### config.mk
export PLATFORM = sky130hd
export DESIGN_NAME = pic_control_top
export DESIGN_NICKNAME = d
export VERILOG_FILES = /design/src/logic/pic_pkg.sv /design/src/logic/pic_command_sequencer.sv /design/src/logic/pic_config_regs.sv /design/src/logic/pic_ack_sequencer.sv /design/src/logic/pic_priority_control.sv /design/src/logic/pic_control_top.sv
export SDC_FILE = /design/constraint.sdc
export NUM_CORES = 1
export LEC_CHECK = 0
export BUFFER_PORTS_ARGS = -buffer_cell sky130_fd_sc_hd__buf_2
export CAP_MARGIN = 20
export CELL_PAD_IN_SITES_DETAIL_PLACEMENT = 1
export CELL_PAD_IN_SITES_GLOBAL_PLACEMENT = 1
export CORE_MARGIN = 1.5
export CORE_UTILIZATION = 36
export DETAILED_ROUTE_END_ITERATION = 7
export PLACE_DENSITY = 0.9
export SETUP_SLACK_MARGIN = 0.15
export SLEW_MARGIN = 10
export SYNTH_ARGS = -nofsm -noshare
export SYNTH_HDL_FRONTEND = slang
export SYNTH_HIERARCHICAL = 1
export SYNTH_SLANG_ARGS = --single-unit
export TNS_END_PERCENT = 1
### constraint.sdc
create_clock -name clock -period 1.76 [get_ports clock]
set_input_delay 0.264 -clock clock [delete_from_list [all_inputs] [get_ports clock]]
set_output_delay 0.264 -clock clock [all_outputs]
set_load 0.01 [all_outputs]
### src/logic/pic_pkg.sv
// Shared definitions for the interrupt controller command and acknowledge logic
// Level widths, the decoded views of the command byte, OCW2 operation codes
// and level encoding helpers

package pic_pkg;

    localparam int num_levels = 8;
    localparam int level_index_width = 3;

    typedef logic [num_levels-1:0] level_mask_t;
    typedef logic [level_index_width-1:0] level_index_t;

    typedef enum logic [2:0] {
        rotate_auto_clear  = 3'b000,
        eoi_nonspecific    = 3'b001,
        no_operation       = 3'b010,
        eoi_specific       = 3'b011,
        rotate_auto_set    = 3'b100,
        rotate_nonspecific = 3'b101,
        set_priority       = 3'b110,
        rotate_specific    = 3'b111
    } ocw2_op_t;

    // Vector base high bits are only meaningful in MCS-80 mode
    typedef struct packed {
        logic [2:0] vector_high;
        logic       marker;
        logic       level_trigger;
        logic       address_interval;
        logic       single;
        logic       ic4;
    } icw1_t;

    typedef struct packed {
        logic [2:0] reserved;
        logic       sfnm;
        logic       buffered;
        logic       master_slave;
        logic       aeoi;
        logic       upm;
    } icw4_t;

    typedef struct packed {
        ocw2_op_t     op;
        logic [1:0]   reserved;
        level_index_t level;
    } ocw2_t;

    typedef union packed {
        logic [7:0] raw;
        icw1_t      icw1;
        icw4_t      icw4;
        ocw2_t      ocw2;
    } command_word_u;

    function automatic level_mask_t to_one_hot(level_index_t index);
        return level_mask_t'(1) << index;
    endfunction

    // Lowest set bit wins, empty mask gives the top level
    function automatic level_index_t to_index(level_mask_t mask);
        level_index_t index;
        index = level_index_t'(num_levels - 1);
        for (int i = num_levels - 1; i >= 0; i--) begin
            if (mask[i]) begin
                index = level_index_t'(i);
            end
        end
        return index;
    endfunction

endpackage

### src/logic/pic_command_sequencer.sv
// Command word sequencer
// Steps through ICW1, ICW2 and the optional ICW4, then qualifies OCW writes

`timescale 1ns/1ps

module pic_command_sequencer (
    input  logic clock,
    input  logic reset,
    input  logic write_icw1,
    input  logic write_icw2_4,
    input  logic write_ocw1,
    input  logic write_ocw2,
    input  logic icw4_enabled,
    output logic load_icw2,
    output logic load_icw4,
    output logic load_ocw1,
    output logic load_ocw2
);

    typedef enum logic [1:0] {
        cmd_ready,
        cmd_expect_icw2,
        cmd_expect_icw4
    } command_state_t;

    command_state_t state;
    command_state_t next_state;

    always_comb begin
        next_state = state;
        if (write_icw1) begin
            next_state = cmd_expect_icw2;
        end else if (write_icw2_4) begin
            case (state)
                cmd_expect_icw2: next_state = icw4_enabled ? cmd_expect_icw4 : cmd_ready;
                cmd_expect_icw4: next_state = cmd_ready;
                default:         next_state = state;
            endcase
        end
    end

    always_ff @(posedge clock) begin
        if (reset) begin
            state <= cmd_ready;
        end else begin
            state <= next_state;
        end
    end

    assign load_icw2 = write_icw2_4 && (state == cmd_expect_icw2);
    assign load_icw4 = write_icw2_4 && (state == cmd_expect_icw4);
    assign load_ocw1 = write_ocw1 && (state == cmd_ready);
    assign load_ocw2 = write_ocw2 && (state == cmd_ready);

    assert property (@(posedge clock) disable iff (reset)
        $onehot0({load_icw2, load_icw4, load_ocw1, load_ocw2}));

endmodule

### src/logic/pic_config_regs.sv
// Configuration registers
// Holds the ICW1 trigger and ICW4 request bits, the ICW2 vector base,
// the ICW4 automatic EOI bit and the OCW1 interrupt mask

`timescale 1ns/1ps

module pic_config_regs (
    input  logic                  clock,
    input  logic                  reset,
    input  pic_pkg::command_word_u data_bus,
    input  logic                  write_icw1,
    input  logic                  load_icw2,
    input  logic                  load_icw4,
    input  logic                  load_ocw1,
    output logic [4:0]            vector_base,
    output logic                  level_triggered,
    output logic                  icw4_enabled,
    output logic                  auto_eoi,
    output pic_pkg::level_mask_t  interrupt_mask
);

    import pic_pkg::*;

    // ICW1 fields
    always_ff @(posedge clock) begin
        if (reset) begin
            level_triggered <= 1'b0;
            icw4_enabled    <= 1'b0;
        end else if (write_icw1) begin
            level_triggered <= data_bus.icw1.level_trigger;
            icw4_enabled    <= data_bus.icw1.ic4;
        end
    end

    // T7-T3 of the 8086 vector
    always_ff @(posedge clock) begin
        if (reset) begin
            vector_base <= 5'b00000;
        end else if (load_icw2) begin
            vector_base <= data_bus.raw[7:3];
        end
    end

    always_ff @(posedge clock) begin
        if (reset) begin
            auto_eoi <= 1'b0;
        end else if (load_icw4) begin
            auto_eoi <= data_bus.icw4.aeoi;
        end
    end

    // All levels masked until software says otherwise
    always_ff @(posedge clock) begin
        if (reset) begin
            interrupt_mask <= '1;
        end else if (load_ocw1) begin
            interrupt_mask <= level_mask_t'(data_bus.raw);
        end
    end

endmodule

### src/logic/pic_ack_sequencer.sv
// Interrupt acknowledge sequencer
// Raises INT on a pending request, tracks the two INTA pulses and drives
// the 8086 vector onto the data bus during the second pulse

`timescale 1ns/1ps

module pic_ack_sequencer (
    input  logic                 clock,
    input  logic                 reset,
    input  logic                 interrupt_acknowledge_n,
    input  logic                 load_ocw2,
    input  pic_pkg::level_mask_t interrupt,
    input  logic [4:0]           vector_base,
    input  pic_pkg::level_mask_t acknowledged_level,
    output logic                 latch_in_service,
    output logic                 end_of_ack_sequence,
    output logic                 interrupt_to_cpu,
    output logic                 freeze,
    output logic                 data_out_enable,
    output logic [7:0]           data_out
);

    import pic_pkg::*;

    typedef enum logic [1:0] {
        ctl_ready,
        ctl_wait_ack,
        ctl_ack1,
        ctl_ack2
    } control_state_t;

    control_state_t state;
    control_state_t next_state;
    logic           ack_n_q;
    logic           ack_fall;
    logic           ack_rise;

    always_ff @(posedge clock) begin
        if (reset) begin
            ack_n_q <= 1'b1;
        end else begin
            ack_n_q <= interrupt_acknowledge_n;
        end
    end

    assign ack_fall = ack_n_q && !interrupt_acknowledge_n;
    assign ack_rise = !ack_n_q && interrupt_acknowledge_n;

    always_comb begin
        next_state = state;
        case (state)
            // An OCW2 write holds off INT for a cycle
            ctl_ready:    if (interrupt != '0 && !load_ocw2) next_state = ctl_wait_ack;
            ctl_wait_ack: if (ack_fall) next_state = ctl_ack1;
            ctl_ack1:     if (ack_rise) next_state = ctl_ack2;
            ctl_ack2:     if (ack_rise) next_state = ctl_ready;
            default:      next_state = ctl_ready;
        endcase
    end

    always_ff @(posedge clock) begin
        if (reset) begin
            state            <= ctl_ready;
            interrupt_to_cpu <= 1'b0;
            freeze           <= 1'b1;
        end else begin
            state            <= next_state;
            interrupt_to_cpu <= (next_state != ctl_ready);
            freeze           <= (next_state == ctl_ack1) || (next_state == ctl_ack2);
        end
    end

    assign latch_in_service    = (state == ctl_wait_ack) && (next_state != ctl_wait_ack);
    assign end_of_ack_sequence = (state != ctl_ready) && (next_state == ctl_ready);

    // Vector goes out on the second pulse only
    assign data_out_enable = (state == ctl_ack2) && !interrupt_acknowledge_n;
    assign data_out = data_out_enable ? {vector_base, to_index(acknowledged_level)} : 8'h00;

    assert property (@(posedge clock) disable iff (reset)
        $onehot0(interrupt));

endmodule

### src/logic/pic_priority_control.sv
// Priority and end-of-interrupt control
// Keeps the acknowledged level, decodes OCW2 into EOI and rotation actions,
// and strobes request clears toward the request register

`timescale 1ns/1ps

module pic_priority_control (
    input  logic                  clock,
    input  logic                  reset,
    input  logic                  write_icw1,
    input  logic                  load_ocw2,
    input  logic                  latch_in_service,
    input  logic                  end_of_ack_sequence,
    input  logic                  auto_eoi,
    input  pic_pkg::command_word_u data_bus,
    input  pic_pkg::level_mask_t  interrupt,
    input  pic_pkg::level_mask_t  highest_level_in_service,
    output pic_pkg::level_mask_t  acknowledged_level,
    output pic_pkg::level_mask_t  end_of_interrupt,
    output pic_pkg::level_mask_t  clear_interrupt_request,
    output pic_pkg::level_index_t priority_rotate
);

    import pic_pkg::*;

    logic auto_rotate;

    always_ff @(posedge clock) begin
        if (reset) begin
            acknowledged_level <= '0;
        end else if (end_of_ack_sequence) begin
            acknowledged_level <= '0;
        end else if (latch_in_service) begin
            acknowledged_level <= interrupt;
        end
    end

    always_comb begin
        end_of_interrupt = '0;
        if (auto_eoi && end_of_ack_sequence) begin
            end_of_interrupt = acknowledged_level;
        end else if (load_ocw2) begin
            case (data_bus.ocw2.op)
                eoi_nonspecific, rotate_nonspecific: end_of_interrupt = highest_level_in_service;
                eoi_specific, rotate_specific:       end_of_interrupt = to_one_hot(data_bus.ocw2.level);
                default:                             end_of_interrupt = '0;
            endcase
        end
    end

    always_ff @(posedge clock) begin
        if (reset) begin
            auto_rotate <= 1'b0;
        end else if (load_ocw2 && data_bus.ocw2.op == rotate_auto_clear) begin
            auto_rotate <= 1'b0;
        end else if (load_ocw2 && data_bus.ocw2.op == rotate_auto_set) begin
            auto_rotate <= 1'b1;
        end
    end

    // Lowest priority level, so level 0 starts out highest
    always_ff @(posedge clock) begin
        if (reset) begin
            priority_rotate <= '1;
        end else if (auto_rotate && end_of_ack_sequence) begin
            priority_rotate <= to_index(acknowledged_level);
        end else if (load_ocw2) begin
            case (data_bus.ocw2.op)
                rotate_nonspecific:          priority_rotate <= to_index(highest_level_in_service);
                set_priority, rotate_specific: priority_rotate <= data_bus.ocw2.level;
                default:                     priority_rotate <= priority_rotate;
            endcase
        end
    end

    always_comb begin
        if (write_icw1) begin
            clear_interrupt_request = '1;
        end else if (latch_in_service) begin
            clear_interrupt_request = interrupt;
        end else begin
            clear_interrupt_request = '0;
        end
    end

    assert property (@(posedge clock) disable iff (reset)
        $onehot0(end_of_interrupt));

endmodule

### src/logic/pic_control_top.sv
// Interrupt controller command and acknowledge logic
// Single mode, 8086 vectors only, fed by an external request register
// and priority resolver

`timescale 1ns/1ps

module pic_control_top (
    input  logic                   clock,
    input  logic                   reset,
    input  pic_pkg::command_word_u data_bus,
    input  logic                   write_icw1,
    input  logic                   write_icw2_4,
    input  logic                   write_ocw1,
    input  logic                   write_ocw2,
    input  logic                   interrupt_acknowledge_n,
    input  pic_pkg::level_mask_t   interrupt,
    input  pic_pkg::level_mask_t   highest_level_in_service,
    output logic                   interrupt_to_cpu,
    output logic [7:0]             data_out,
    output logic                   data_out_enable,
    output logic                   level_triggered,
    output pic_pkg::level_mask_t   interrupt_mask,
    output pic_pkg::level_mask_t   end_of_interrupt,
    output pic_pkg::level_index_t  priority_rotate,
    output logic                   freeze,
    output logic                   latch_in_service,
    output pic_pkg::level_mask_t   clear_interrupt_request
);

    import pic_pkg::*;

    logic        load_icw2;
    logic        load_icw4;
    logic        load_ocw1;
    logic        load_ocw2;
    logic        icw4_enabled;
    logic        auto_eoi;
    logic [4:0]  vector_base;
    logic        end_of_ack_sequence;
    level_mask_t acknowledged_level;

    pic_command_sequencer i_pic_command_sequencer (
        .clock        (clock),
        .reset        (reset),
        .write_icw1   (write_icw1),
        .write_icw2_4 (write_icw2_4),
        .write_ocw1   (write_ocw1),
        .write_ocw2   (write_ocw2),
        .icw4_enabled (icw4_enabled),
        .load_icw2    (load_icw2),
        .load_icw4    (load_icw4),
        .load_ocw1    (load_ocw1),
        .load_ocw2    (load_ocw2)
    );

    pic_config_regs i_pic_config_regs (
        .clock           (clock),
        .reset           (reset),
        .data_bus        (data_bus),
        .write_icw1      (write_icw1),
        .load_icw2       (load_icw2),
        .load_icw4       (load_icw4),
        .load_ocw1       (load_ocw1),
        .vector_base     (vector_base),
        .level_triggered (level_triggered),
        .icw4_enabled    (icw4_enabled),
        .auto_eoi        (auto_eoi),
        .interrupt_mask  (interrupt_mask)
    );

    pic_ack_sequencer i_pic_ack_sequencer (
        .clock                   (clock),
        .reset                   (reset),
        .interrupt_acknowledge_n (interrupt_acknowledge_n),
        .load_ocw2               (load_ocw2),
        .interrupt               (interrupt),
        .vector_base             (vector_base),
        .acknowledged_level      (acknowledged_level),
        .latch_in_service        (latch_in_service),
        .end_of_ack_sequence     (end_of_ack_sequence),
        .interrupt_to_cpu        (interrupt_to_cpu),
        .freeze                  (freeze),
        .data_out_enable         (data_out_enable),
        .data_out                (data_out)
    );

    pic_priority_control i_pic_priority_control (
        .clock                    (clock),
        .reset                    (reset),
        .write_icw1               (write_icw1),
        .load_ocw2                (load_ocw2),
        .latch_in_service         (latch_in_service),
        .end_of_ack_sequence      (end_of_ack_sequence),
        .auto_eoi                 (auto_eoi),
        .data_bus                 (data_bus),
        .interrupt                (interrupt),
        .highest_level_in_service (highest_level_in_service),
        .acknowledged_level       (acknowledged_level),
        .end_of_interrupt         (end_of_interrupt),
        .clear_interrupt_request  (clear_interrupt_request),
        .priority_rotate          (priority_rotate)
    );

endmodule

==> out/metrics.csv <==
metric;value;unit
finalCriticalPeriod;1.80;ns
ys_seq_area_frac;0.354;
worstPathRequired;1.50;ns
synth.area.top_cells;dfxtp_1, mux2i_1, nor2_1;
track_usage;0.227;
ys_top_cells_by_count;dfxtp_1, nor2_1, mux2i_1, nor2b_1, nand2_1;
die_area;0.00595;sq mm
tightestPinTransition;0.588;ns
cts_root_buf;clkbuf_8;
async_flop_share;0;
grt_overflow;0;
drive_above_1_share;0.426;
synth_area;0.00198;sq mm
viasPerCell;5.29;
diodes;0;
slew_violations;0;
synth_edf_count;0;
status;complete, but fails checks;
setup_viol;12;
cts_sinks;35;
peakVddDrop;0.000387;V
grt_pass1_wl;10600;microns
die_w;77.1;microns
stdcell_count;387;
path_class;flop to output port;
hold_slack;0.196;ns
min_period_over_period;1.02;
placed_area;0.00240;sq mm
start_kind;flop;
clock.fmax;0.554;GHz
synth-main-ff-cell;dfxtp_1;
gp_congestion;0.836;
hold_viol_final;0;
drtIter0Drc;118;
netlist.area_leader.share;0.354;
clockBufferDepth;2;
pin_count;71;
die_h;77.1;microns
area_growth;36.3;%
vias;2047;
rr_worst_depth;6;
ant_nets;0;
dr.pass1.iters;4;
postLayoutCoreUtil;0.518;
antenna_found_initial;0;
clk_pin_slew_worst_paths;0.07;ns
min_to;i_pic_config_regs/interrupt_mask[4]$_SDFFE_PP1P_;
start_util;0.380;
synth_fp_nets;269;
core;0.00520;sq mm
skew;0.00786;ns
buffer_ports.inserted;70;
cts_tree;built;
rsz0062_at_grt;true;
dpl.hpwl;4470;microns
numCtsBuffers;5;
cp_max_fo;8;
row_count;26;
worstReg2RegStart;i_pic_ack_sequencer/ack_n_q$_SDFF_PP1_;
cp-end-kind;output port;
grt_pass1_vias;2070;
synth.most_common_cell;dfxtp_1;
synth_seq_cells;35;
reg2reg_slack;0.08;ns
violations;setup timing;
reg2reg_to;i_pic_priority_control/priority_rotate[2]$_SDFFE_PP1P_;
nNetsFinal;351;
power;1.94;mW
relSlewSlack;0.608;
wl_per_cell;17.9;microns
fin_ws;-0.0438;ns
power_density;719;mW/mm^2
cts_max_level;2;
drc_errors;0;
drv_cap;0;
ys_warn_count;6;
power.leakage;1.21;nW
fillers;652;
grt_max_degree;31;
fin_area;0.00269;sq mm
avgSynthCellArea;8.45;sq um
wirelength;6910;microns
syn_inst;234;
synth_cell_type_count;53;
clk_latency;0.29;ns
yosys.area.top_type;dfxtp_1;
hold_path_depth;2;
dp.cells;368;
hp-start;data_bus[4];
worstPathArrival;1.54;ns
hold_path.class;primary input to flop;
## state kept, by name, indices dropped and copies added, names as in the netlist, 2 cells and up
register,flops
i_pic_ack_sequencer/state,2
i_pic_command_sequencer/state,2
i_pic_config_regs/interrupt_mask,8
i_pic_config_regs/vector_base,5
i_pic_priority_control/acknowledged_level,8
i_pic_priority_control/priority_rotate,3
## critical path, stage by stage (launching register included)
cell      delay [ns]
dfxtp_2         0.32
nand2b_4        0.15
nor2_4          0.13
and2_4          0.15
nand3b_1        0.12
buf_6           0.17
o21ai_1         0.07
buf_2           0.14
## area by class of cell
type                    count  area (sq um)  share of cell area
flip-flops and latches     35           714               0.265
multi-input cells         179          1280               0.477
inverters                  10          40.0              0.0149
clock inverters             1          5.00             0.00186
clock buffers               7          76.3              0.0283
repair buffers             85           487               0.181
well taps                  70          87.6              0.0325
## how the worst max path moves through the flow
stage / startpoint / to / slack (ns)
4_1_cts: i_pic_ack_sequencer/state[0]$_SDFF_PP0_ / data_out[2] / -0.01
3_5_place_dp: i_pic_command_sequencer/state[0]$_SDFFE_PP0P_ / i_pic_priority_control/priority_rotate[2]$_SDFFE_PP1P_ / 0.05
3_3_place_gp: i_pic_command_sequencer/state[0]$_SDFFE_PP0P_ / i_pic_priority_control/priority_rotate[2]$_SDFFE_PP1P_ / 0.1
6_report: i_pic_ack_sequencer/ack_n_q$_SDFF_PP1_ / end_of_interrupt[4] / -0.04
5_1_grt: i_pic_ack_sequencer/ack_n_q$_SDFF_PP1_ / end_of_interrupt[4] / -0.12
2_1_floorplan: i_pic_ack_sequencer/ack_n_q$_SDFF_PP1_ / end_of_interrupt[0] / 0.15
## per-layer routing
layer  wire (microns)  GRT usage
met1             2910      0.267
met2             3550      0.409
met3              287     0.0440
met4              164     0.0800
met5                0          0
## power breakdown
group          switching, mW  internal (mW)
Clock                  0.304          0.278
Sequential            0.0456          0.848
Combinational          0.255          0.207
Total                  0.604           1.33
## cells by family (layout without fill, tap and decap cells)
| logic type | Yosys count | count (layout) | synth area share |
|---|---|---|---|
| AOI/OAI and AO/OA | 57 | 57 | 0.219 |
| adders and majority gates | 4 | 4 | 0.0253 |
| buffers and inverters | 20 | 103 | 0.0487 |
| DFF | 35 | 35 | 0.354 |
| muxes | 17 | 17 | 0.0861 |
| and+or+nand+nor | 101 | 101 | 0.266 |
## timing repair
action                     4_1_cts  5_1_grt
buffers inserted                 8        3
hold endpoints to repair         0        0
cloned                           0        0
hold buffers                     0        0
resized for setup               25       12
setup endpoints to repair       28       27
pin swaps                       19       11
## cells in the final DEF (no fill, tap or decap), types with 2 or more instances in the layout
cell type and instances:
nand2b_1 4, buf_4 12, dfxtp_2 5, o21ai_0 2, nand3b_1 2, inv_1 6, a32oi_1 2, a31oi_1 4
and2_4 3, nand3_1 3, clkbuf_8 5, buf_2 68, a21oi_1 7, nor2_1 31, nor2b_1 17, nor4_1 2
a211o_1 2, nand2_1 13, mux2i_1 17, inv_2 3, and2_1 7, o21ai_4 2, a211o_2 6, clkbuf_1 2
a21o_1 8, and2_2 2, buf_6 5, dfxtp_1 28, ha_1 3, nor3_1 4, dfxtp_4 2, o21ai_2 6
nor3_2 2
## per-stage QoR
step,setup WS [ns],setup TNS [ns]
after floorplan,0.152,0
after global placement,0.0961,0
after detailed placement,0.0457,0
after CTS,-0.0149,-0.0441
after global routing,-0.123,-1.50
final,-0.0438,-0.277
Note: power is estimated with default switching activity, not from simulation.
